$ cat src/hdl/dcachePkg.sv
package dcachePkg;

  // cache geometry
  localparam int AddrWidth    = 32;
  localparam int WordWidth    = 32;
  localparam int WordsPerLine = 4;
  localparam int NumSets      = 16;
  localparam int OffsetBits   = 4;
  localparam int IndexBits    = 4;
  localparam int TagBits      = AddrWidth - IndexBits - OffsetBits;
  // word select within a 16-byte line
  localparam int WordSel      = 2;

  // core side request, one access at a time
  typedef struct packed {
    logic                   write;
    logic [AddrWidth-1:0]   addr;
    logic [WordWidth-1:0]   wdata;
    logic [WordWidth/8-1:0] strb;
  } cpuReqT;

  // miss is set when the access needed a refill
  typedef struct packed {
    logic [WordWidth-1:0] rdata;
    logic                 miss;
  } cpuRspT;

  typedef logic [WordsPerLine-1:0][WordWidth-1:0] lineT;

  typedef struct packed {
    logic [TagBits-1:0] tag;
  } tagEntryT;

  typedef enum logic [2:0] {
    Idle,
    Lookup,
    WbAddr,
    WbData,
    WbResp,
    RfAddr,
    RfData,
    Finish
  } ctrlStateT;

endpackage

$ cat src/hdl/dcacheCtrl.sv
`timescale 1ns/1ps

module dcacheCtrl (
  input  logic                              clk,
  input  logic                              rst_n,
  // core side
  input  logic                              reqValid_i,
  input  dcachePkg::cpuReqT                 req_i,
  output logic                              reqReady_o,
  output logic                              rspValid_o,
  output dcachePkg::cpuRspT                 rsp_o,
  // tag store
  output dcachePkg::tagEntryT               lookupTag_o,
  output logic                              fillEn_o,
  output logic                              fillWay_o,
  output logic                              dirtySet_o,
  output logic                              touch_o,
  output logic                              touchWay_o,
  input  logic [1:0]                        hit_i,
  input  logic                              victimWay_i,
  input  logic                              victimDirty_i,
  input  dcachePkg::tagEntryT               victimTag_i,
  // data ways
  output logic                              ramEn_o,
  output logic [dcachePkg::IndexBits-1:0]   ramIndex_o,
  output logic [1:0][dcachePkg::WordsPerLine-1:0] wayWe_o,
  output dcachePkg::lineT                   wayWdata_o,
  input  dcachePkg::lineT [1:0]             wayRdata_i,
  // AXI4-Lite master
  output logic                              awvalid_o,
  input  logic                              awready_i,
  output logic [dcachePkg::AddrWidth-1:0]   awaddr_o,
  output logic                              wvalid_o,
  input  logic                              wready_i,
  output logic [dcachePkg::WordWidth-1:0]   wdata_o,
  output logic [dcachePkg::WordWidth/8-1:0] wstrb_o,
  input  logic                              bvalid_i,
  output logic                              bready_o,
  output logic                              arvalid_o,
  input  logic                              arready_i,
  output logic [dcachePkg::AddrWidth-1:0]   araddr_o,
  input  logic                              rvalid_i,
  input  logic [dcachePkg::WordWidth-1:0]   rdata_i,
  output logic                              rready_o
);

  dcachePkg::ctrlStateT state, stateNext;
  dcachePkg::cpuReqT    reqQ;
  dcachePkg::lineT      victimLine, lineBuf, baseLine, storeLine;
  logic [dcachePkg::TagBits-1:0]   wbTag, reqTag;
  logic [dcachePkg::IndexBits-1:0] reqIndex;
  logic [dcachePkg::WordSel-1:0]   reqWord, beatCnt;
  logic victimWayQ, wSent, accept, hitAny, hitWay;

  function automatic logic [dcachePkg::WordWidth-1:0] mergeBytes(
    input logic [dcachePkg::WordWidth-1:0]   oldWord,
    input logic [dcachePkg::WordWidth-1:0]   newWord,
    input logic [dcachePkg::WordWidth/8-1:0] strb
  );
    logic [dcachePkg::WordWidth-1:0] res;
    res = oldWord;
    for (int b = 0; b < dcachePkg::WordWidth / 8; b++) begin
      if (strb[b]) begin
        res[8*b +: 8] = newWord[8*b +: 8];
      end
    end
    return res;
  endfunction

  assign reqIndex = reqQ.addr[dcachePkg::OffsetBits +: dcachePkg::IndexBits];
  assign reqWord  = reqQ.addr[2 +: dcachePkg::WordSel];
  assign reqTag   = reqQ.addr[dcachePkg::AddrWidth-1 -: dcachePkg::TagBits];
  assign accept   = (state == dcachePkg::Idle) && reqValid_i;
  assign hitAny   = |hit_i;
  assign hitWay   = hit_i[1];

  // RAM reads start on the acceptance edge, so index comes straight from the request
  assign ramIndex_o  = (state == dcachePkg::Idle) ?
                       req_i.addr[dcachePkg::OffsetBits +: dcachePkg::IndexBits] : reqIndex;
  assign ramEn_o     = accept || wayWe_o != '0;
  assign lookupTag_o = '{tag: reqTag};

  // store merge, applied to the hit line or to the refilled line
  always_comb begin
    baseLine  = (state == dcachePkg::Finish) ? lineBuf : wayRdata_i[hitWay];
    storeLine = baseLine;
    if (reqQ.write) begin
      storeLine[reqWord] = mergeBytes(baseLine[reqWord], reqQ.wdata, reqQ.strb);
    end
    wayWe_o = '0;
    if (state == dcachePkg::Lookup && hitAny && reqQ.write) begin
      wayWe_o[hitWay][reqWord] = 1'b1;
    end else if (state == dcachePkg::Finish) begin
      wayWe_o[victimWayQ] = '1;
    end
  end

  assign wayWdata_o  = storeLine;
  assign reqReady_o  = (state == dcachePkg::Idle);
  assign rspValid_o  = (state == dcachePkg::Lookup && hitAny) || state == dcachePkg::Finish;
  assign rsp_o.rdata = storeLine[reqWord];
  assign rsp_o.miss  = (state == dcachePkg::Finish);

  assign touch_o    = rspValid_o;
  assign touchWay_o = (state == dcachePkg::Finish) ? victimWayQ : hitWay;
  assign dirtySet_o = rspValid_o && reqQ.write;
  assign fillEn_o   = (state == dcachePkg::Finish);
  assign fillWay_o  = victimWayQ;

  // one word per transfer, AW and W offered together
  assign awvalid_o = (state == dcachePkg::WbAddr);
  assign wvalid_o  = (state == dcachePkg::WbAddr && !wSent) || state == dcachePkg::WbData;
  assign awaddr_o  = {wbTag, reqIndex, beatCnt, 2'b00};
  assign wdata_o   = victimLine[beatCnt];
  assign wstrb_o   = '1;
  assign bready_o  = (state == dcachePkg::WbResp);
  assign arvalid_o = (state == dcachePkg::RfAddr);
  assign araddr_o  = {reqTag, reqIndex, beatCnt, 2'b00};
  assign rready_o  = (state == dcachePkg::RfData);

  always_comb begin
    stateNext = state;
    case (state)
      dcachePkg::Idle:   if (reqValid_i) stateNext = dcachePkg::Lookup;
      dcachePkg::Lookup: begin
        if (hitAny) begin
          stateNext = dcachePkg::Idle;
        end else begin
          stateNext = victimDirty_i ? dcachePkg::WbAddr : dcachePkg::RfAddr;
        end
      end
      dcachePkg::WbAddr: begin
        if (awready_i) begin
          stateNext = (wready_i || wSent) ? dcachePkg::WbResp : dcachePkg::WbData;
        end
      end
      dcachePkg::WbData: if (wready_i) stateNext = dcachePkg::WbResp;
      dcachePkg::WbResp: begin
        if (bvalid_i) stateNext = (&beatCnt) ? dcachePkg::RfAddr : dcachePkg::WbAddr;
      end
      dcachePkg::RfAddr: if (arready_i) stateNext = dcachePkg::RfData;
      dcachePkg::RfData: begin
        if (rvalid_i) stateNext = (&beatCnt) ? dcachePkg::Finish : dcachePkg::RfAddr;
      end
      default:           stateNext = dcachePkg::Idle;
    endcase
  end

  always_ff @(posedge clk or negedge rst_n) begin
    if (!rst_n) begin
      state      <= dcachePkg::Idle;
      beatCnt    <= '0;
      wSent      <= 1'b0;
      victimWayQ <= 1'b0;
    end else begin
      state <= stateNext;
      if (state == dcachePkg::Lookup) begin
        beatCnt    <= '0;
        victimWayQ <= victimWay_i;
      end else if ((bready_o && bvalid_i) || (rready_o && rvalid_i)) begin
        // wraps to zero after the last write-back beat
        beatCnt <= beatCnt + 1'b1;
      end
      if (state == dcachePkg::WbAddr && awready_i) begin
        wSent <= 1'b0;
      end else if (state == dcachePkg::WbAddr && wvalid_o && wready_i) begin
        wSent <= 1'b1;
      end
    end
  end

  always_ff @(posedge clk) begin
    if (accept) begin
      reqQ <= req_i;
    end
    if (state == dcachePkg::Lookup && !hitAny) begin
      victimLine <= wayRdata_i[victimWay_i];
      wbTag      <= victimTag_i.tag;
    end
    if (rready_o && rvalid_i) begin
      lineBuf[beatCnt] <= rdata_i;
    end
  end

endmodule

$ cat config.mk
export PLATFORM = sky130hd
export DESIGN_NAME = dcacheCtrl
export DESIGN_NICKNAME = d
export VERILOG_FILES = /design/src/hdl/dcachePkg.sv /design/src/hdl/dcacheCtrl.sv
export SDC_FILE = /design/constraint.sdc
export NUM_CORES = 1
export LEC_CHECK = 0
export BUFFER_PORTS_ARGS = -buffer_cell sky130_fd_sc_hd__buf_2
export CORE_AREA = 2 2 270 272
export CTS_BUF_LIST = sky130_fd_sc_hd__clkbuf_4
export CTS_CLUSTER_DIAMETER = 150
export CTS_CLUSTER_SIZE = 8
export DETAILED_ROUTE_END_ITERATION = 8
export DIE_AREA = 0 0 272 274
export PLACE_DENSITY = 0.49
export REMOVE_ABC_BUFFERS = 1
export SYNTH_ARGS = -nofsm -noshare
export SYNTH_HDL_FRONTEND = slang
export SYNTH_SLANG_ARGS = --single-unit
$ cat constraint.sdc
create_clock -name clk -period 15.7 [get_ports clk]
set_input_delay 3.14 -clock clk [delete_from_list [all_inputs] [get_ports clk]]
set_output_delay 3.14 -clock clk [all_outputs]
set_load 0.05 [all_outputs]
==> results.cfg <==
[grt]
grt_overflow = 0
grt_pass1_vias = 18600
grt_pass1_wl_um = 125000
antenna_found_initial = 15
grt_max_degree = 155
grt.total_usage = 0.228

[power]
leakage_uw = 0.0108
vdd_drop_max_uv = 133
power_per_cell_area_mw_per_mm2 = 143

[sta]
rsz0062_at_grt = no
finalCritPeriodShare = 0.597
worst_pin_slew_ns = 1.10
finalSetupViolCount = 0
hold_viol = 0
drv_slew = 0
max_freq_mhz = 107
finalSetupTns_ns = 0
period_needed_ns = 9.38
maxSlewHeadroom = 0.264
clock_skew_ns = 0.0453

[logic_synthesis]
yosysSeqAreaShare = 0.477
synth.area.mux_share = 0.249
synthDistinctLibCells = 60
yosysMostFrequentCell = edfxtp_1
synth_xor_area_frac = 0
synth.area.top_cells = edfxtp_1 (47%), mux2_2 (13%), mux4_2 (5.8%)
yosysTopAreaCell = edfxtp_1
synthCells = 1882
synth.top_cell.area_share = 0.470
synth-simple-area-share = 0.0953
ys_top_cells_by_count = edfxtp_1 (347), mux2_2 (247), nand2_1 (196)
synth-compound-area-share = 0.118
synth_edf_count = 347
syn_area_per_cell_um2 = 11.8
ys_ff_latch = 354
ys_async_sr_fraction = 0.0198
synth-main-ff-cell = edfxtp_1
synth_warnings = 0
synth_top_family_by_area = multiplexers
syn_area_mm2 = 0.0222
synthAdderAreaFrac = 0.00226

[layout]
nets = 2843
postLayoutCellArea_mm2 = 0.0265
drive_gt1_frac = 0.461
syn_to_final_growth_pct = 19.2

[setup_path]
worstSetupPathType = in -> out
cp-start-kind = primary input
crit_end = wayWdata_o[112]
cp_max_fo = 43
end_kind = output pin
r2r-end = reqQ[18]
worst_path_max_delay_cell = buf_4
slowest_delay_ns = 0.57
r2r_setup_slack_ns = 12.63
worstPathArrival_ns = 6.24
reg2reg_from = state[0]
worstPathRequired_ns = 12.56
r2r_cells = 3
crit_chain = buf_6 > buf_4 > mux2_2 > mux2i_1 > mux4_2 > and2b_1 > o22ai_1 > buf_2
critPathLaunch = hit_i[1]

[clock_network]
ctsHtreeMaxLevel = 2
cts_setup_buffers = 0
clock_sinks = 354
cts_resized = 0
clock_latency_ns = 0.82
numCtsBuffers = 50
hold_buffers = 0
cts_tree = done
root_buffer = clkbuf_4
cts_buffer_depth = 3
clk_pin_slew_worst_paths_ns = 0.11

[drt]
drt_wl_total_um = 89400
drtIter0Drc = 1575
wl_per_cell_um = 26.1
avgViaCountPerCell = 5.45
postRouteAntennaNets = 0
drc_errors = 0
vias = 18700
dr.pass1.iters = 8

[placed_design]
place_area_mm2 = 0.0259
place.gp.congestion = 0.860
dp_hpwl_um = 63500
portBuffers = 692

[die]
die_h_um = 274
num_rows = 99
initial_core_util = 0.308
die_area_mm2 = 0.0745
dieWidth_um = 272
pin_count = 703
coreArea_mm2 = 0.0720

[min_path]
min_path_type = reg -> reg

[job]
cap_violations = 0

[outcome]
status = finished clean
## worst max-delay path: cells and delay by family
family / cells / cell delay, ns
muxes: 3 / 1.04
buffers and inverters: 3 / 1.23
and+or+nand+nor: 1 / 0.21
AOI/OAI and AO/OA: 1 / 0.57
## layout make-up
type                    count  area, um^2
flip-flops and latches    354       10600
well taps                 959        1200
clock buffers              63         473
fillers                  7178       45500
clock inverters             1        8.76
diodes                      8        20.0
repair buffers            723        3720
inverters                  10        37.5
multi-input cells        1307       10400
## stage by stage
step / setup WS [ns] / util / instances / hold WS [ns] / total power, uW
finish: 6.32 / 0.368 / 3425 / 0.643 / 3780
detailed placement: 6.31 / 0.361 / 3353 / 0.613 / 3270
floorplan: 0.707 / - / 1671 / 0.550 / 2670
global placement: 6.34 / 0.361 / 3353 / 0.591 / 3250
CTS: 6.31 / 0.367 / 3417 / 0.645 / 3810
global route: 6.29 / 0.367 / 3423 / 0.678 / 3940
## power by group
| part | switching [uW] | internal [uW] | total [uW] |
|---|---|---|---|
| logic | 1470 | 539 | 2010 |
| registers | 86.0 | 1150 | 1230 |
| clock network | 354 | 181 | 535 |
## cells by family (layout without fill, tap and decap cells)
kind of cell / count (synthesis) / count (layout)
muxes: 443 / 443
and+or+nand+nor: 428 / 428
AOI/OAI and AO/OA: 424 / 424
DFF: 354 / 354
buffers and inverters: 227 / 797
adders and majority gates: 4 / 4
other: 2 / 16
## flip-flops by register name (all words and copies together), names as in the netlist
name / count
araddr_o: 28
beatCnt: 2
fillWay_o: 1
lineBuf: 128
reqQ: 39
state: 3
victimLine: 128
wSent: 1
wbTag: 24
## worst min-delay path by stage
stage          startpoint        end  slack, ns  cells past startpoint
6_report            wSent      wSent       0.64                      2
5_1_grt         fillWay_o  fillWay_o       0.68                      2
4_1_cts             wSent      wSent       0.65                      2
3_5_place_dp        wSent      wSent       0.61                      2
3_3_place_gp        wSent      wSent       0.59                      2
2_1_floorplan       wSent      wSent       0.55                      2
## routing by layer
metal / part of all wire / global-route usage
met5: 0.00037 / 0
met4: 0.027 / 0.0648
met3: 0.074 / 0.0406
met2: 0.50 / 0.407
met1: 0.40 / 0.281
## layout by cell type (no fill, tap or decap), types with 57 or more instances in the layout
cell type  count
mux2i_1      125
buf_2        690
nand2b_1      62
o21ai_0      129
o22ai_1      189
mux4_2        57
edfxtp_1     347
clkbuf_4      63
nand2_1      196
mux2_2       247
Note: power is estimated with default switching activity, not from simulation.
