$ cat src/hdl/dcachePkg.sv
package dcachePkg;

  // cache geometry
  localparam int AddrWidth    = 32;
  localparam int WordWidth    = 32;
  localparam int WordsPerLine = 4;
  localparam int NumSets      = 16;
  localparam int OffsetBits   = 4;
  localparam int IndexBits    = 4;
  localparam int TagBits      = AddrWidth - IndexBits - OffsetBits;
  // word select within a 16-byte line
  localparam int WordSel      = 2;

  // core side request, one access at a time
  typedef struct packed {
    logic                   write;
    logic [AddrWidth-1:0]   addr;
    logic [WordWidth-1:0]   wdata;
    logic [WordWidth/8-1:0] strb;
  } cpuReqT;

  // miss is set when the access needed a refill
  typedef struct packed {
    logic [WordWidth-1:0] rdata;
    logic                 miss;
  } cpuRspT;

  typedef logic [WordsPerLine-1:0][WordWidth-1:0] lineT;

  typedef struct packed {
    logic [TagBits-1:0] tag;
  } tagEntryT;

  typedef enum logic [2:0] {
    Idle,
    Lookup,
    WbAddr,
    WbData,
    WbResp,
    RfAddr,
    RfData,
    Finish
  } ctrlStateT;

endpackage

$ cat src/hdl/cacheRam.sv
`timescale 1ns/1ps

module cacheRam #(
  parameter type payloadT = logic [31:0],
  parameter int  Lanes    = 1
) (
  input  logic                            clk,
  input  logic                            en_i,
  input  logic [Lanes-1:0]                we_i,
  input  logic [dcachePkg::IndexBits-1:0] addr_i,
  input  payloadT                         wdata_i,
  output payloadT                         rdata_o
);

  // payload viewed as equal-width lanes
  typedef logic [Lanes-1:0][$bits(payloadT)/Lanes-1:0] laneArrT;

  laneArrT mem [dcachePkg::NumSets];
  laneArrT wdataLanes;

  assign wdataLanes = wdata_i;

  // read-first, old contents come out on a write cycle
  always_ff @(posedge clk) begin
    if (en_i) begin
      for (int l = 0; l < Lanes; l++) begin
        if (we_i[l]) begin
          mem[addr_i][l] <= wdataLanes[l];
        end
      end
      rdata_o <= mem[addr_i];
    end
  end

endmodule

$ cat config.mk
export PLATFORM = sky130hd
export DESIGN_NAME = cacheRam
export DESIGN_NICKNAME = d
export VERILOG_FILES = /design/src/hdl/dcachePkg.sv /design/src/hdl/cacheRam.sv
export SDC_FILE = /design/constraint.sdc
export NUM_CORES = 1
export LEC_CHECK = 0
export BUFFER_PORTS_ARGS = -buffer_cell sky130_fd_sc_hd__buf_4
export CAP_MARGIN = 15
export CORE_MARGIN = 1
export CORE_UTILIZATION = 44
export CTS_BUF_LIST = sky130_fd_sc_hd__clkbuf_16
export DETAILED_ROUTE_END_ITERATION = 7
export GPL_TIMING_DRIVEN = 1
export PLACE_DENSITY = 0.7
export SLEW_MARGIN = 5
export SYNTH_ARGS = -nofsm -noshare
export SYNTH_HDL_FRONTEND = slang
export SYNTH_SLANG_ARGS = --single-unit
$ cat constraint.sdc
create_clock -name clk -period 4.3 [get_ports clk]
set_input_delay 0.43 -clock clk [delete_from_list [all_inputs] [get_ports clk]]
set_output_delay 0.43 -clock clk [all_outputs]
set_load 0.005 [all_outputs]
==> reports/qor.csv, run 1 <==
metric,value,unit
synth_flop_cell,edfxtp_1,
cts_buffers,52,
p_leak,7.38,nW
worstPathArrival,2.61,ns
r2r_end,rdata_o[6],
vias,9103,
hold_viol,0,
wl_per_cell,26.4,um
min_to,mem[9][16],
rsz0062_at_grt,no,
skew,0.00892,ns
clockBufferDepth,3,
ys_types,17,
design_area,23200,um2
area_delta_synth_final,14.9,%
drc,0,
async_flop_share,0,
tightest_slew,1.14,ns
clkTransAtPathRegs,0.06,ns
hpwl,22500,um
gp_congestion,0.757,
ctsRootBufferMaster,clkbuf_16,
vdd_drop_max,0.000293,V
outcome,finished clean,
final_common_cell,edfxtp_1,
synth_top_area_cell,edfxtp_1,
grt_usage,0.182,
io_pins,71,
drtIter0Drc,944,
timing.slew.headroom,0.240,
yosys_warnings,0,
worstHoldPathCells,1,
worst-r2r-cell-count,3,
routed_wl,41800,um
die-area,46800,um2
postRouteAntennaNets,0,
fin_util,0.512,
diodes,0,
clock-sinks,544,
end_kind,register,
crit_start,addr_i[0],
ys_ff_latch,544,
final_nets,986,
yosys-top-cells-area,"edfxtp_1, mux4_2, a22oi_1",
cts_tree,built,
worstSkewPairLatency,0.56,ns
hp-class,in2reg,
antenna_found_initial,1,
post-cts-setup-buffers,0,
grt_max_degree,75,
htreeDepth,2,
required,4.53,ns
fp-row-count,78,
grt_overflow,0,
cp-start-kind,input port,
dr.pass1.iters,5,
grt_pass1_wl,62100,um
synth_area,20200,um2
slew_viol_final,0,
setup_tns,0,ns
cap_viol_max_count,0,
synth_area_per_cell,24.0,um2
reg2reg_from,mem[3][6],
via_per_inst,5.74,
fp.dieW,216,um
setup_viol,0,
die_h,216,um
synthCells,843,
placed_cell_area,21700,um2
portBuffers,70,
drive_above_1_share,0.312,
fillers,3495,
synth_edf_count,544,
fin_crit,2.38,ns
yosysTopAreaCellShare,0.808,
grt_pass1_vias,9680,
finalCritPeriodShare,0.553,
start_util,0.445,
fmax,420,MHz
p_per_area,459,nW/um2
crit_type,in2reg,
cp_max_fo,55,
layout_common_cells,"edfxtp_1, mux4_2, buf_4",
core_area,45400,um2
synth_fp_nets,882,
synth_seq_area_share,0.808,
ctsHoldBuffers,0,
hold_start,wdata_i[16],
r2r_setup_slack,2.71,ns
cts_resized,0,
state kept, by name (all words and copies together) (netlist names):
signal / flops
mem: 512
rdata_o: 32
cell usage after synthesis (2+ instances only):
master    instances
nor3_1            4
buf_2            12
clkbuf_1         25
mux4_2          128
nand2b_1          2
edfxtp_1        544
buf_6             8
nor2_1           13
nand4b_1          2
a22oi_1          64
nor2b_1           2
nand2_1          34
cell families (layout without fill, tap and decap cells):
family                 after synthesis  count (layout)  synth area share
DFF                                544             544             0.808
and+or+nand+nor                     60              60            0.0128
buffers and inverters               47             189            0.0126
AOI/OAI and AO/OA                   64              64            0.0238
muxes                              128             128             0.143
final cells by class:
cell class                 count  area [um2]  share of cell area
timing repair buffer          97         822              0.0354
sequential                   544       16300               0.703
multi-input combinational    252        3750               0.162
clock inverter                39         235              0.0101
tap                          600         751              0.0323
clock buffer                  53        1330              0.0571
metrics by stage:
step / setup slack, ns / cells / hold slack (ns) / power [mW]
after global placement: 1.32 / 1493 / 0.723 / 6.55
final: 1.92 / 1585 / 0.166 / 10.6
after CTS: 1.86 / 1585 / 0.143 / 10.7
after detailed placement: 1.27 / 1493 / 0.731 / 6.57
after global routing: 1.72 / 1585 / 0.149 / 11.0
after floorplan: 0.331 / 843 / 0.529 / 6.33
worst max-delay path by stage:
stage	to	slack, ns	cells after the start
2_1_floorplan	mem[0][0]	0.33	5
3_3_place_gp	mem[13][10]	1.32	4
3_5_place_dp	mem[13][7]	1.27	4
4_1_cts	mem[13][31]	1.86	4
5_1_grt	mem[13][31]	1.72	4
6_report	mem[13][31]	1.92	4
critical path, stage by stage:
cell,delay [ns]
clkbuf_8,0.47
nand4b_1,0.51
nor2_4,0.67
buf_4,0.42
report_power, final:
group / internal (mW) / switching (mW)
Combinational: 0.210 / 0.280
Clock: 2.39 / 1.81
Sequential: 5.93 / 0.0259
Total: 8.53 / 2.12
per-layer routing:
metal / routed length [um] / up-vias / track usage
met5: 12 / - / 0
met4: 760 / 2 / 0.0472
met3: 2550 / 58 / 0.0293
met2: 21700 / 349 / 0.311
met1: 16800 / 4866 / 0.243
li1: - / 3828 / -
No activity file was read; power rests on OpenSTA's default activity.
==> inputs of run 2 (changes only) <==
--- a/config.mk
+++ b/config.mk
@@ -5,6 +5,7 @@
 export SDC_FILE = /design/constraint.sdc
 export NUM_CORES = 1
 export LEC_CHECK = 0
+export ABC_AREA = 1
 export BUFFER_PORTS_ARGS = -buffer_cell sky130_fd_sc_hd__buf_4
 export CAP_MARGIN = 15
 export CORE_MARGIN = 1
==> constraint.sdc (replaced) <==
create_clock -name clk -period 2.4 [get_ports clk]
set_input_delay 0.24 -clock clk [delete_from_list [all_inputs] [get_ports clk]]
set_output_delay 0.24 -clock clk [all_outputs]
set_load 0.005 [all_outputs]
==> reports/qor.csv, run 2 <==
metric,value,unit,change
outcome,finished clean,,unchanged
synth_area,22500,um2,"was 20,200 um2"
setup_tns,0,ns,unchanged
htreeDepth,2,,unchanged
regMostFlops,mem,,unchanged
slew_viol_final,0,,unchanged
placed_cell_area,23900,um2,"was 21,700 um2"
post-cts-setup-buffers,0,,unchanged
fp-row-count,82,,was 78
antenna_found_initial,2,,was 1
yosysMostFrequentCell,nand2_1,,was edfxtp_1
hpwl,27800,um,"was 22,500 um"
p_per_area,754,nW/um2,was 459 nW/um2
worstPathArrival,1.24,ns,was 2.61 ns
die-area,52100,um2,"was 46,800 um2"
cts_buffers,50,,was 52
ys_ff_latch,544,,unchanged
worstSkewPairLatency,0.57,ns,was 0.56 ns
synth_mux_area_frac,0,,was 0.143
ys_types,12,,was 17
start_util,0.447,,was 0.445
crit_type,reg2out,,was in2reg
synth_area_per_cell,10.7,um2,was 24.0 um2
yosysTopAreaCellShare,0.725,,was 0.808
hold_start,wdata_i[16],,unchanged
cp_top_family,flip-flops,,was simple AND/OR/NAND/NOR gates
yosys.area_share.adder,0,,unchanged
hold_ws,0.0140,ns,was 0.166 ns
area_delta_synth_final,13.8,%,was 14.9%
diodes,0,,unchanged
grt_pass1_wl,81900,um,"was 62,100 um"
r2r_setup_slack,1.22,ns,was 2.71 ns
cp-start-kind,register,,was input port
cap_viol_max_count,0,,unchanged
required,2.16,ns,was 4.53 ns
fp.dieW,228,um,was 216 um
slowest_delay,0.49,ns,was 0.67 ns
grt_pass1_vias,14600,,"was 9,680"
grt_max_degree,131,,was 75
reg_top3,"mem x512, rdata_o x32",,unchanged
synth_top_area_cell,edfxtp_1,,unchanged
placedCellCount,2799,,"was 1,493"
portBuffers,70,,unchanged
clockBufferDepth,3,,unchanged
wl_per_cell,17.9,um,was 26.4 um
fmax,675,MHz,
drive_above_1_share,0.0866,,was 0.312
setup_viol,0,,unchanged
synth_compound_area_frac,0,,was 0.0238
async_flop_share,0,,unchanged
layout_common_cells,"nand2_1, edfxtp_1, buf_4",,"was edfxtp_1, mux4_2, buf_4"
vias,14600,,"was 9,103"
synth_seq_area_share,0.725,,was 0.808
end_kind,primary output,,was register
yosys_warnings,0,,unchanged
gp_congestion,0.826,,was 0.757
hp-class,in2reg,,unchanged
die_h,228,um,was 216 um
cts_tree,built,,unchanged
crit_chain,buf_4,,was clkbuf_8 > nand4b_1 > nor2_4 > buf_4
postRouteAntennaNets,0,,unchanged
io_pins,71,,unchanged
fin_cells,2911,,"was 1,585"
design_area,25600,um2,"was 23,200 um2"
synth_xor_xnor_area_share,0,,unchanged
drtIter0Drc,1316,,was 944
dr.pass1.iters,5,,unchanged
hold_viol,0,,unchanged
p_leak,10.7,nW,was 7.38 nW
r2r_end,rdata_o[1],,was rdata_o[6]
finalPower,19.3,mW,was 10.6 mW
synthTopCellsByCount,"nand2_1, edfxtp_1, inv_1, buf_2, buf_6",,"was edfxtp_1, mux4_2, a22oi_1, nand2_1, clkbuf_1"
routed_wl,52200,um,"was 41,800 um"
cp_max_fo,1,,was 55
clock-sinks,544,,unchanged
largest_reg_flops,512,,unchanged
worst-r2r-cell-count,8,,was 3
reg2reg_from,mem[13][1],,was mem[3][6]
synthSimpleGateAreaFrac,0.234,,was 0.0128
via_per_inst,5.01,,was 5.74
synth_top_family_by_area,simple AND/OR/NAND/NOR gates,,was multiplexers
final_common_cell,nand2_1,,was edfxtp_1
timing.slew.headroom,0.402,,was 0.240
vdd_drop_max,0.000510,V,was 0.000293 V
grt_usage,0.203,,was 0.182
synth_flop_cell,edfxtp_1,,unchanged
drc,0,,unchanged
tightest_slew,0.897,ns,was 1.14 ns
worstHoldPathCells,1,,unchanged
grt_overflow,0,,unchanged
synthCells,2115,,was 843
clkTransAtPathRegs,0.06,ns,about the same
finalCritPeriodShare,0.617,,
skew,0.0122,ns,was 0.00892 ns
synth_edf_count,544,,unchanged
ctsRootBufferMaster,clkbuf_16,,unchanged
final_nets,2242,,was 986
synth_fp_nets,2154,,was 882
critPathSlowestCell,edfxtp_1,,was nor2_4
min_to,mem[10][16],,was mem[9][16]
rsz0062_at_grt,no,,unchanged
core_area,50400,um2,"was 45,400 um2"
worst-path-buf-inv,1,,was 2
yosys-top-cells-area,"edfxtp_1, nand2_1, inv_1",,"was edfxtp_1, mux4_2, a22oi_1"
fin_crit,1.48,ns,
run 2: cell types whose count changed in the layout (fill, tap and decap cells not counted), sizes merged, moves of 2 or more:
cell,before,now
nor3,4,0
inv,14,82
nand2b,2,0
nand4b,2,0
a22oi,64,0
nand2,34,1379
nand3,0,4
mux4,128,0
nor2b,2,0
buf,96,110
dlygate4sd3,0,24
nor2,13,18
run 2: repair_timing:
| action | 4_1_cts | 5_1_grt |
|---|---|---|
| gates resized for setup | 0 | 0 |
| hold buffers | 24 | 0 |
| hold endpoints to repair | 332 | 0 |
| endpoints found under the setup margin | 0 | 0 |
run 2: how the worst max path moves through the flow:
stage / startpoint / to / slack, ns / cells after the start
finish: rdata_o[28] / rdata_o[28] / 0.92 / 1
floorplan: addr_i[1] / mem[0][0] / -0.33 / 6
detailed placement: addr_i[1] / mem[1][11] / 0.36 / 5
global route: addr_i[1] / rdata_o[1] / 0.86 / 9
CTS: rdata_o[28] / rdata_o[28] / 0.92 / 1
global placement: addr_i[1] / mem[1][6] / 0.38 / 5
run 2: where the power goes:
group / switching [mW] / internal (mW)
Combinational: 0.854 / 0.371
Clock: 3.29 / 4.16
Sequential: 0.0466 / 10.6
Total: 4.19 / 15.2
run 2: final cells by class:
type | instances | area [um2]
fill | 4304 | 24700
sequential | 544 | 16300
multi-input combinational | 1401 | 5400
clock buffer | 53 | 1330
timing repair buffer | 134 | 1270
tap | 672 | 841
inverter | 72 | 278
clock inverter | 35 | 198
run 2: kinds of logic (layout without fill, tap and decap cells):
| logic type | count (synthesis) | count (layout) |
|---|---|---|
| DFF | 544 | 544 |
| and+or+nand+nor | 1401 | 1401 |
| buffers and inverters | 170 | 294 |
run 2: stage by stage:
step	setup slack (ns)	util
final	0.918	0.509
after global placement	0.383	0.474
after global routing	0.856	0.509
after detailed placement	0.359	0.474
after CTS	0.924	0.509
after floorplan	-0.326	-
run 2: metal layers:
layer  GRT usage  wire length [um]  vias up
met3      0.0347              4050       89
met2       0.324             23900      590
li1            -                 -     6975
met5           0                21        -
met4      0.0646              1400        4
met1       0.283             22800     6939
