--- config.mk ---
export PLATFORM = sky130hd
export DESIGN_NAME = dcacheTagStore
export DESIGN_NICKNAME = d
export VERILOG_FILES = /design/src/hdl/dcachePkg.sv /design/src/hdl/cacheRam.sv /design/src/hdl/dcacheTagStore.sv
export SDC_FILE = /design/constraint.sdc
export NUM_CORES = 1
export LEC_CHECK = 0
export BUFFER_PORTS_ARGS = -buffer_cell sky130_fd_sc_hd__clkbuf_2
export CAP_MARGIN = 20
export CORE_ASPECT_RATIO = 0.9
export CORE_MARGIN = 10
export CORE_UTILIZATION = 55
export CTS_BUF_LIST = sky130_fd_sc_hd__clkbuf_16
export DETAILED_ROUTE_END_ITERATION = 12
export GPL_ROUTABILITY_DRIVEN = 0
export GPL_TIMING_DRIVEN = 0
export HOLD_SLACK_MARGIN = 0.06
export PLACE_DENSITY = 0.7
export SETUP_SLACK_MARGIN = 0.3
export SLEW_MARGIN = 0
export SYNTH_ARGS = -nofsm -noshare
export SYNTH_HDL_FRONTEND = slang
export SYNTH_SLANG_ARGS = --single-unit
--- constraint.sdc ---
create_clock -name clk -period 6.9 [get_ports clk]
set_input_delay 1.725 -clock clk [delete_from_list [all_inputs] [get_ports clk]]
set_output_delay 1.725 -clock clk [all_outputs]
set_load 0.02 [all_outputs]
--- src/hdl/dcachePkg.sv ---
package dcachePkg;

  // cache geometry
  localparam int AddrWidth    = 32;
  localparam int WordWidth    = 32;
  localparam int WordsPerLine = 4;
  localparam int NumSets      = 16;
  localparam int OffsetBits   = 4;
  localparam int IndexBits    = 4;
  localparam int TagBits      = AddrWidth - IndexBits - OffsetBits;
  // word select within a 16-byte line
  localparam int WordSel      = 2;

  // core side request, one access at a time
  typedef struct packed {
    logic                   write;
    logic [AddrWidth-1:0]   addr;
    logic [WordWidth-1:0]   wdata;
    logic [WordWidth/8-1:0] strb;
  } cpuReqT;

  // miss is set when the access needed a refill
  typedef struct packed {
    logic [WordWidth-1:0] rdata;
    logic                 miss;
  } cpuRspT;

  typedef logic [WordsPerLine-1:0][WordWidth-1:0] lineT;

  typedef struct packed {
    logic [TagBits-1:0] tag;
  } tagEntryT;

  typedef enum logic [2:0] {
    Idle,
    Lookup,
    WbAddr,
    WbData,
    WbResp,
    RfAddr,
    RfData,
    Finish
  } ctrlStateT;

endpackage

--- src/hdl/cacheRam.sv ---
`timescale 1ns/1ps

module cacheRam #(
  parameter type payloadT = logic [31:0],
  parameter int  Lanes    = 1
) (
  input  logic                            clk,
  input  logic                            en_i,
  input  logic [Lanes-1:0]                we_i,
  input  logic [dcachePkg::IndexBits-1:0] addr_i,
  input  payloadT                         wdata_i,
  output payloadT                         rdata_o
);

  // payload viewed as equal-width lanes
  typedef logic [Lanes-1:0][$bits(payloadT)/Lanes-1:0] laneArrT;

  laneArrT mem [dcachePkg::NumSets];
  laneArrT wdataLanes;

  assign wdataLanes = wdata_i;

  // read-first, old contents come out on a write cycle
  always_ff @(posedge clk) begin
    if (en_i) begin
      for (int l = 0; l < Lanes; l++) begin
        if (we_i[l]) begin
          mem[addr_i][l] <= wdataLanes[l];
        end
      end
      rdata_o <= mem[addr_i];
    end
  end

endmodule

--- src/hdl/dcacheTagStore.sv ---
`timescale 1ns/1ps

module dcacheTagStore (
  input  logic                            clk,
  input  logic                            rst_n,
  input  logic                            rdEn_i,
  input  logic [dcachePkg::IndexBits-1:0] index_i,
  input  dcachePkg::tagEntryT             tag_i,
  input  logic                            fillEn_i,
  input  logic                            fillWay_i,
  input  logic                            dirtySet_i,
  input  logic                            touch_i,
  input  logic                            touchWay_i,
  output logic [1:0]                      hit_o,
  output logic                            victimWay_o,
  output logic                            victimDirty_o,
  output dcachePkg::tagEntryT             victimTag_o
);

  logic [1:0][dcachePkg::NumSets-1:0] valid;
  logic [1:0][dcachePkg::NumSets-1:0] dirty;
  // lru bit holds the most recently used way
  logic [dcachePkg::NumSets-1:0]      lru;
  dcachePkg::tagEntryT [1:0]          tagQ;

  for (genvar w = 0; w < 2; w++) begin : gWay
    cacheRam #(
      .payloadT(dcachePkg::tagEntryT),
      .Lanes   (1)
    ) uTagRam (
      .clk    (clk),
      .en_i   (rdEn_i | fillEn_i),
      .we_i   (fillEn_i && (fillWay_i == 1'(w))),
      .addr_i (index_i),
      .wdata_i(tag_i),
      .rdata_o(tagQ[w])
    );

    assign hit_o[w] = valid[w][index_i] && (tagQ[w] == tag_i);
  end

  // invalid ways are filled first, way 0 before way 1
  always_comb begin
    if (!valid[0][index_i]) begin
      victimWay_o = 1'b0;
    end else if (!valid[1][index_i]) begin
      victimWay_o = 1'b1;
    end else begin
      victimWay_o = ~lru[index_i];
    end
  end

  assign victimDirty_o = dirty[victimWay_o][index_i];
  assign victimTag_o   = tagQ[victimWay_o];

  always_ff @(posedge clk or negedge rst_n) begin
    if (!rst_n) begin
      valid <= '0;
      dirty <= '0;
      lru   <= '0;
    end else begin
      if (fillEn_i) begin
        valid[fillWay_i][index_i] <= 1'b1;
        dirty[fillWay_i][index_i] <= 1'b0;
      end
      if (touch_i) begin
        lru[index_i] <= touchWay_i;
      end
      // a store into a fresh line wins over the clean fill
      if (dirtySet_i) begin
        dirty[touchWay_i][index_i] <= 1'b1;
      end
    end
  end

endmodule

==> results.cfg, run 1 <==
[sta]
slew_headroom_pct = 7.92
min_period_ns = 6.49
tightest_slew_ns = 1.37
hold_viol = 0
fmax_ghz = 0.154
rsz0062_at_grt = no
fin_worst_hold_slack_ns = 0.460
min_period_over_period_pct = 94.1
setup_viol = 0
finalMaxSlewViolations = 0
clock_skew_ns = 0.0224

[logic_synthesis]
synth-edff-count = 816
synth.distinct_cells = 41
ys.flop_type = edfxtp_1
synthCells = 1571
netlist_area_um2 = 34900
synth_warnings = 0
syn_avg_cell_area_um2 = 22.2
synthTopCellsByArea = edfxtp_1 70%, mux4_2 16%, dfrtp_1 5.7%, mux2_2 1.2%, xnor2_1 0.60%
yosysMostFrequentCell = edfxtp_1
synth_fp_nets = 1607
synth_top_area_share_pct = 70.2
synth_largest_area_cell = edfxtp_1
synth_common_cells = 816 x edfxtp_1, 251 x mux4_2, 80 x dfrtp_1
ys_ff_latch = 896
synth-seq-area-share_pct = 76.0
synthArstFlopShare_pct = 8.93

[critical_path]
path_max_fanout = 34
cp-end-kind = output pin
required_ns = 5.18
slowest_stage = nor4_1
critPathBufInv = 2
path_cells = clkbuf_2 > xor2_1 > nor4_1 > nand4_1 > nor4_1 > clkbuf_2
critPathKind = in -> out
critPathLaunchType = input port
slowest_delay_ns = 0.81
path_delay_family = simple AND/OR/NAND/NOR gates
arrival_ns = 4.77

[clocking]
clkTransAtPathRegs_ns = 0.06
clock_latency_ns = 0.64
ctsHtreeMaxLevel = 3
root_buffer = clkbuf_16
ctsLongestPathBuffers = 3
post_cts_buffers = 0
hold_buffers = 0
cts_sinks = 896
cts_tree = done
cts_resized = 0
cts_buffers = 87

[power_and_ir_drop]
vdd_ir_drop_max_mv = 0.269
p_leak_nw = 13.2
power.density_nw_per_um2 = 296

[grt]
antenna_found_initial = 1
first_global_vias = 17500
grt_start_max_net_pins = 49
grt_pass1_wl_um = 124000
overflow = 0
grtUsageTotal_pct = 23.4

[detailed_routing]
wl_per_cell_um = 32.0
wirelength_um = 85500
route.detailed.drc = 0
viasPerCell = 6.43
ant_nets = 0
first_pass_iters = 5
vias = 17200
drt_iter0_drc = 2272

[die]
dieArea_um2 = 73900
rows = 87
core_area_um2 = 62700
io_pins = 64
die_w_um = 286
die_h_um = 259
initial_utilization_pct = 55.7

[layout]
final_util_pct = 63.8
diodes = 0
instances_no_fill = 2677
drive_gt1_share_pct = 31.1
nets = 1800
area_growth_pct = 14.6

[hold_path]
min_path_type = reg -> reg

[outcome]
status = finished clean

[run]
cap_viol_max_count = 0

[place]
io_buffer_count = 61
dp.cells = 2514
hpwlAfterDp_um = 55500
-- area by class of cell --
class	instances	area, µm²
Tap cell	845	1060
Timing Repair Buffer	104	1220
Sequential cell	896	26500
Inverter	22	82.6
Multi-Input combinational cell	576	8040
Fill cell	4205	22700
Clock buffer	89	2230
Buffer	77	357
Clock inverter	68	498
-- report_power, final --
part,switching [W],internal [W],total (W)
clock network,0.00197,0.00259,0.00457
logic,0.000574,0.000421,0.000995
registers,0.000119,0.00614,0.00626
-- placed cells by master (no fill, tap or decap), drive strengths merged, types with 26 or more instances in the layout --
cell and instances:
buf 72, clkbuf 198, mux4 252, o21ai 26, edfxtp 816, inv 45
mux2 42, dfrtp 80, nand2 54, nand2b 26, clkinv 37
-- worst paths after layout --
kind                                             from                           to  slack, ns  cells past startpoint
setup / recovery                             tag_i[9]                     hit_o[0]       0.41                      6
hold / removal                               valid[1]                     valid[1]       0.46                      1
setup reg to reg           gWay[0].uTagRam.mem[2][18]  gWay[0].uTagRam.rdata_o[18]       5.22                      2
hold reg to reg                              valid[1]                     valid[1]       0.46                      1
max in group asynchronous                       rst_n                    valid[14]       5.20                      2
min in group asynchronous                       rst_n                    valid[28]       1.09                      1
-- logic make-up (layout without fill, tap and decap cells) --
logic type      count (synthesis)  count (layout)  synth area share [%]
flops                         896             896                  76.0
simple gates                  160             160                  2.34
mux                           305             305                  17.9
xor+xnor                       48              48                  1.20
buf+inv                        99             360                  1.26
compound gates                 63              63                  1.29
-- sequential cells by signal, indices dropped and copies added (netlist names) --
signal                count
gWay.uTagRam.mem        768
valid                    32
lru                      16
gWay.uTagRam.rdata_o     48
dirty                    32
-- through the flow --
step	total power (W)	setup WS [ns]	instance area, µm²	TNS [ns]
final	0.0118	0.410	40000	0
after CTS	0.0118	0.509	39900	0
after global placement	0.00728	-2.29	36300	-74.68
after detailed placement	0.00733	0.517	37200	0
after floorplan	0.00691	1.17	34900	0
after global routing	0.0122	0.341	40000	0
-- per-layer routing --
layer / global-route usage, % / part of all wire, % / vias to the layer above
met3: 7.68 / 11 / 152
met2: 34.8 / 46 / 892
met5: 0 / 0.015 / -
li1: - / - / 6923
met4: 6.53 / 2.7 / 2
met1: 33.1 / 40 / 9234
Power figures use the tool's default switching activity.
==> inputs of run 2 (changes only) <==
- ABC_AREA: not set -> 1
==> results.cfg, run 2 <==
[detailed_routing]
route.detailed.drc = 0
ant_nets = 0
wl_per_cell_um = 31.8
wirelength_um = 105000
vias = 22100
drt_iter0_drc = 3427
first_pass_iters = 6
viasPerCell = 6.73

[sta]
fin_worst_hold_slack_ns = 0.459
setup_viol = 0
tightest_slew_ns = 1.15
slew_headroom_pct = 23.1
min_period_ns = 6.30
fmax_ghz = 0.159
rsz0062_at_grt = no
hold_viol = 0
fin_tns_setup_ns = 0
finalMaxSlewViolations = 0
min_period_over_period_pct = 91.3
clock_skew_ns = 0.0163

[layout]
drive_gt1_share_pct = 12.9
top_register = gWay.uTagRam.mem
largestRegisters = gWay.uTagRam.mem: 768 flops, gWay.uTagRam.rdata_o: 48 flops
fin_area_um2 = 39100
seq_area_um2 = 26500
final_cell_mix = 816 x edfxtp_1, 384 x a22oi_1, 245 x nand2_1, 196 x a21oi_1, 97 x inv_1
nets = 2464
layout_commonest_cell = edfxtp_1
n_fill_cell = 4165
largest_register_ffs = 768
area_growth_pct = 14.7
multi_input_area_um2 = 6890
final_util_pct = 63.8

[critical_path]
critPathLaunchType = input port
critPathBufInv = 7
path_cells = clkbuf_2 > nand2_1 > inv_1 > nand2_1 > nand2_1 > inv_1 > nand2_1 > nand2_2 > nand2_4 > buf_6 > inv_1 > buf_2 > nand2_1 > nand2_1 > clkbuf_2
path_delay_family = simple AND/OR/NAND/NOR gates
required_ns = 5.18
r2r_slack_ns = 5.16
path_max_fanout = 10
r2r-start = gWay[1].uTagRam.mem[7][20]
critPathKind = in -> out
cp-end-kind = output pin
critPathMostFrequentCell = nand2_1
r2r_end = gWay[1].uTagRam.rdata_o[20]
arrival_ns = 4.58
slowest_stage = nand2_1
slowest_delay_ns = 0.48
worstRegToRegCells = 3

[logic_synthesis]
synthArstFlopShare_pct = 8.93
synth_adder_area_share_pct = 0
synth_top_family_by_area = compound AO/OA/AOI/OAI gates
synth.distinct_cells = 31
ys_ff_latch = 896
ys.flop_type = edfxtp_1
synth-edff-count = 816
synth_largest_area_cell = edfxtp_1
netlist_area_um2 = 34100
synth_warnings = 0
synth_common_cells = 816 x edfxtp_1, 384 x a22oi_1, 245 x nand2_1
synthCells = 2243
synth_xor_area_share_pct = 1.03
synthMuxAreaShare_pct = 0
synth_fp_nets = 2279
synth-compound-area-share_pct = 12.6
synth-simple-area-share_pct = 5.88
syn_avg_cell_area_um2 = 15.2
synthTopCellsByArea = edfxtp_1 72%, a22oi_1 8.5%, dfrtp_1 5.9%, a21oi_1 2.9%, nand2_1 2.7%
yosysMostFrequentCell = edfxtp_1
synth-seq-area-share_pct = 77.8
synth_top_area_share_pct = 71.9

[outcome]
status = finished clean

[clocking]
cts_resized = 0
post_cts_buffers = 0
clkTransAtPathRegs_ns = 0.07
clock_latency_ns = 0.65
ctsLongestPathBuffers = 3
cts_sinks = 896
cts_buffers = 87
ctsHtreeMaxLevel = 3
hold_buffers = 0
root_buffer = clkbuf_16
cts_tree = done

[run]
cap_viol_max_count = 0

[die]
initial_utilization_pct = 55.6
dieArea_um2 = 72300
core_area_um2 = 61200
die_w_um = 282
rows = 86
die_h_um = 256
io_pins = 64

[place]
hpwlAfterDp_um = 67200
placed_cell_area_um2 = 36300
io_buffer_count = 60

[grt]
first_global_vias = 21200
grt_pass1_wl_um = 149000
antenna_found_initial = 6
grt_start_max_net_pins = 47
grtUsageTotal_pct = 28.5
overflow = 0

[hold_path]
hold_depth = 2
hp-start = valid[10]
min_path_type = reg -> reg
whs_endpoint = valid[10]

[power_and_ir_drop]
p_leak_nw = 13.3
vdd_ir_drop_max_mv = 0.283
power.density_nw_per_um2 = 300
==> run 2: cell types whose count changed after synthesis, moves of 23 or more <==
| cell | delta |
|---|---|
| inv_1 | +57 |
| nand2b_1 | -26 |
| o22ai_1 | +30 |
| mux2_2 | -37 |
| a22oi_1 | +382 |
| xnor2_1 | -24 |
| nand3_1 | +23 |
| nand2_1 | +192 |
| a21oi_1 | +196 |
| nor2_1 | +47 |
| clkbuf_1 | +29 |
| mux4_2 | -251 |
| or4_1 | +48 |
==> run 2: layer usage <==
| layer | track usage [%] | share of wire [%] | vias up |
|---|---|---|---|
| li1 | - | - | 9078 |
| met1 | 39.2 | 36 | 11000 |
| met2 | 42.0 | 44 | 1814 |
| met3 | 8.83 | 15 | 257 |
| met4 | 11.3 | 4.0 | 4 |
| met5 | 0 | 0.032 | - |
==> run 2: how the worst max path moves through the flow <==
| stage | start | to | slack, ns | cells after the start |
|---|---|---|---|---|
| after detailed placement | index_i[3] | victimTag_o[6] | 0.84 | 15 |
| after global placement | index_i[0] | gWay[0].uTagRam.mem[9][12] | -0.07 | 10 |
| final | index_i[3] | victimTag_o[6] | 0.60 | 15 |
| after CTS | index_i[3] | victimDirty_o | 0.80 | 18 |
| after floorplan | index_i[0] | victimTag_o[11] | 1.86 | 13 |
| after global routing | index_i[3] | victimDirty_o | 0.64 | 18 |
==> run 2: kinds of logic after synthesis <==
family / after synthesis
xor+xnor: 40
compound gates: 654
flops: 896
buf+inv: 216
simple gates: 437
==> run 2: area by class of cell <==
cell class	instances	area share, %
Buffer	131	1.51
Tap cell	792	2.54
Sequential cell	896	67.8
Inverter	85	0.817
Antenna cell	1	0.00640
Clock inverter	72	1.40
Clock buffer	87	5.57
Timing Repair Buffer	96	2.70
Multi-Input combinational cell	1131	17.6
==> run 2: through the flow <==
step	power [W]	std cells	worst slack, ns
finish	0.0117	3291	0.598
global route	0.0120	3291	0.638
CTS	0.0117	3289	0.799
detailed placement	0.00724	3130	0.841
global placement	0.00718	3095	-0.0712
floorplan	0.00679	2243	1.86
==> run 2: report_power, final <==
| group | leakage [nW] | switching, W | internal [W] |
|---|---|---|---|
| Clock | 1.41 | 0.00202 | 0.00253 |
| Combinational | 3.59 | 0.000664 | 0.000266 |
| Sequential | 8.32 | 0.000108 | 0.00613 |
==> run 2: worst min-delay path, cell delays in order, from the launching register on <==
cell and delay, ns:
dfrtp_1 0.32, inv_1 0.04, o21ai_0 0.06
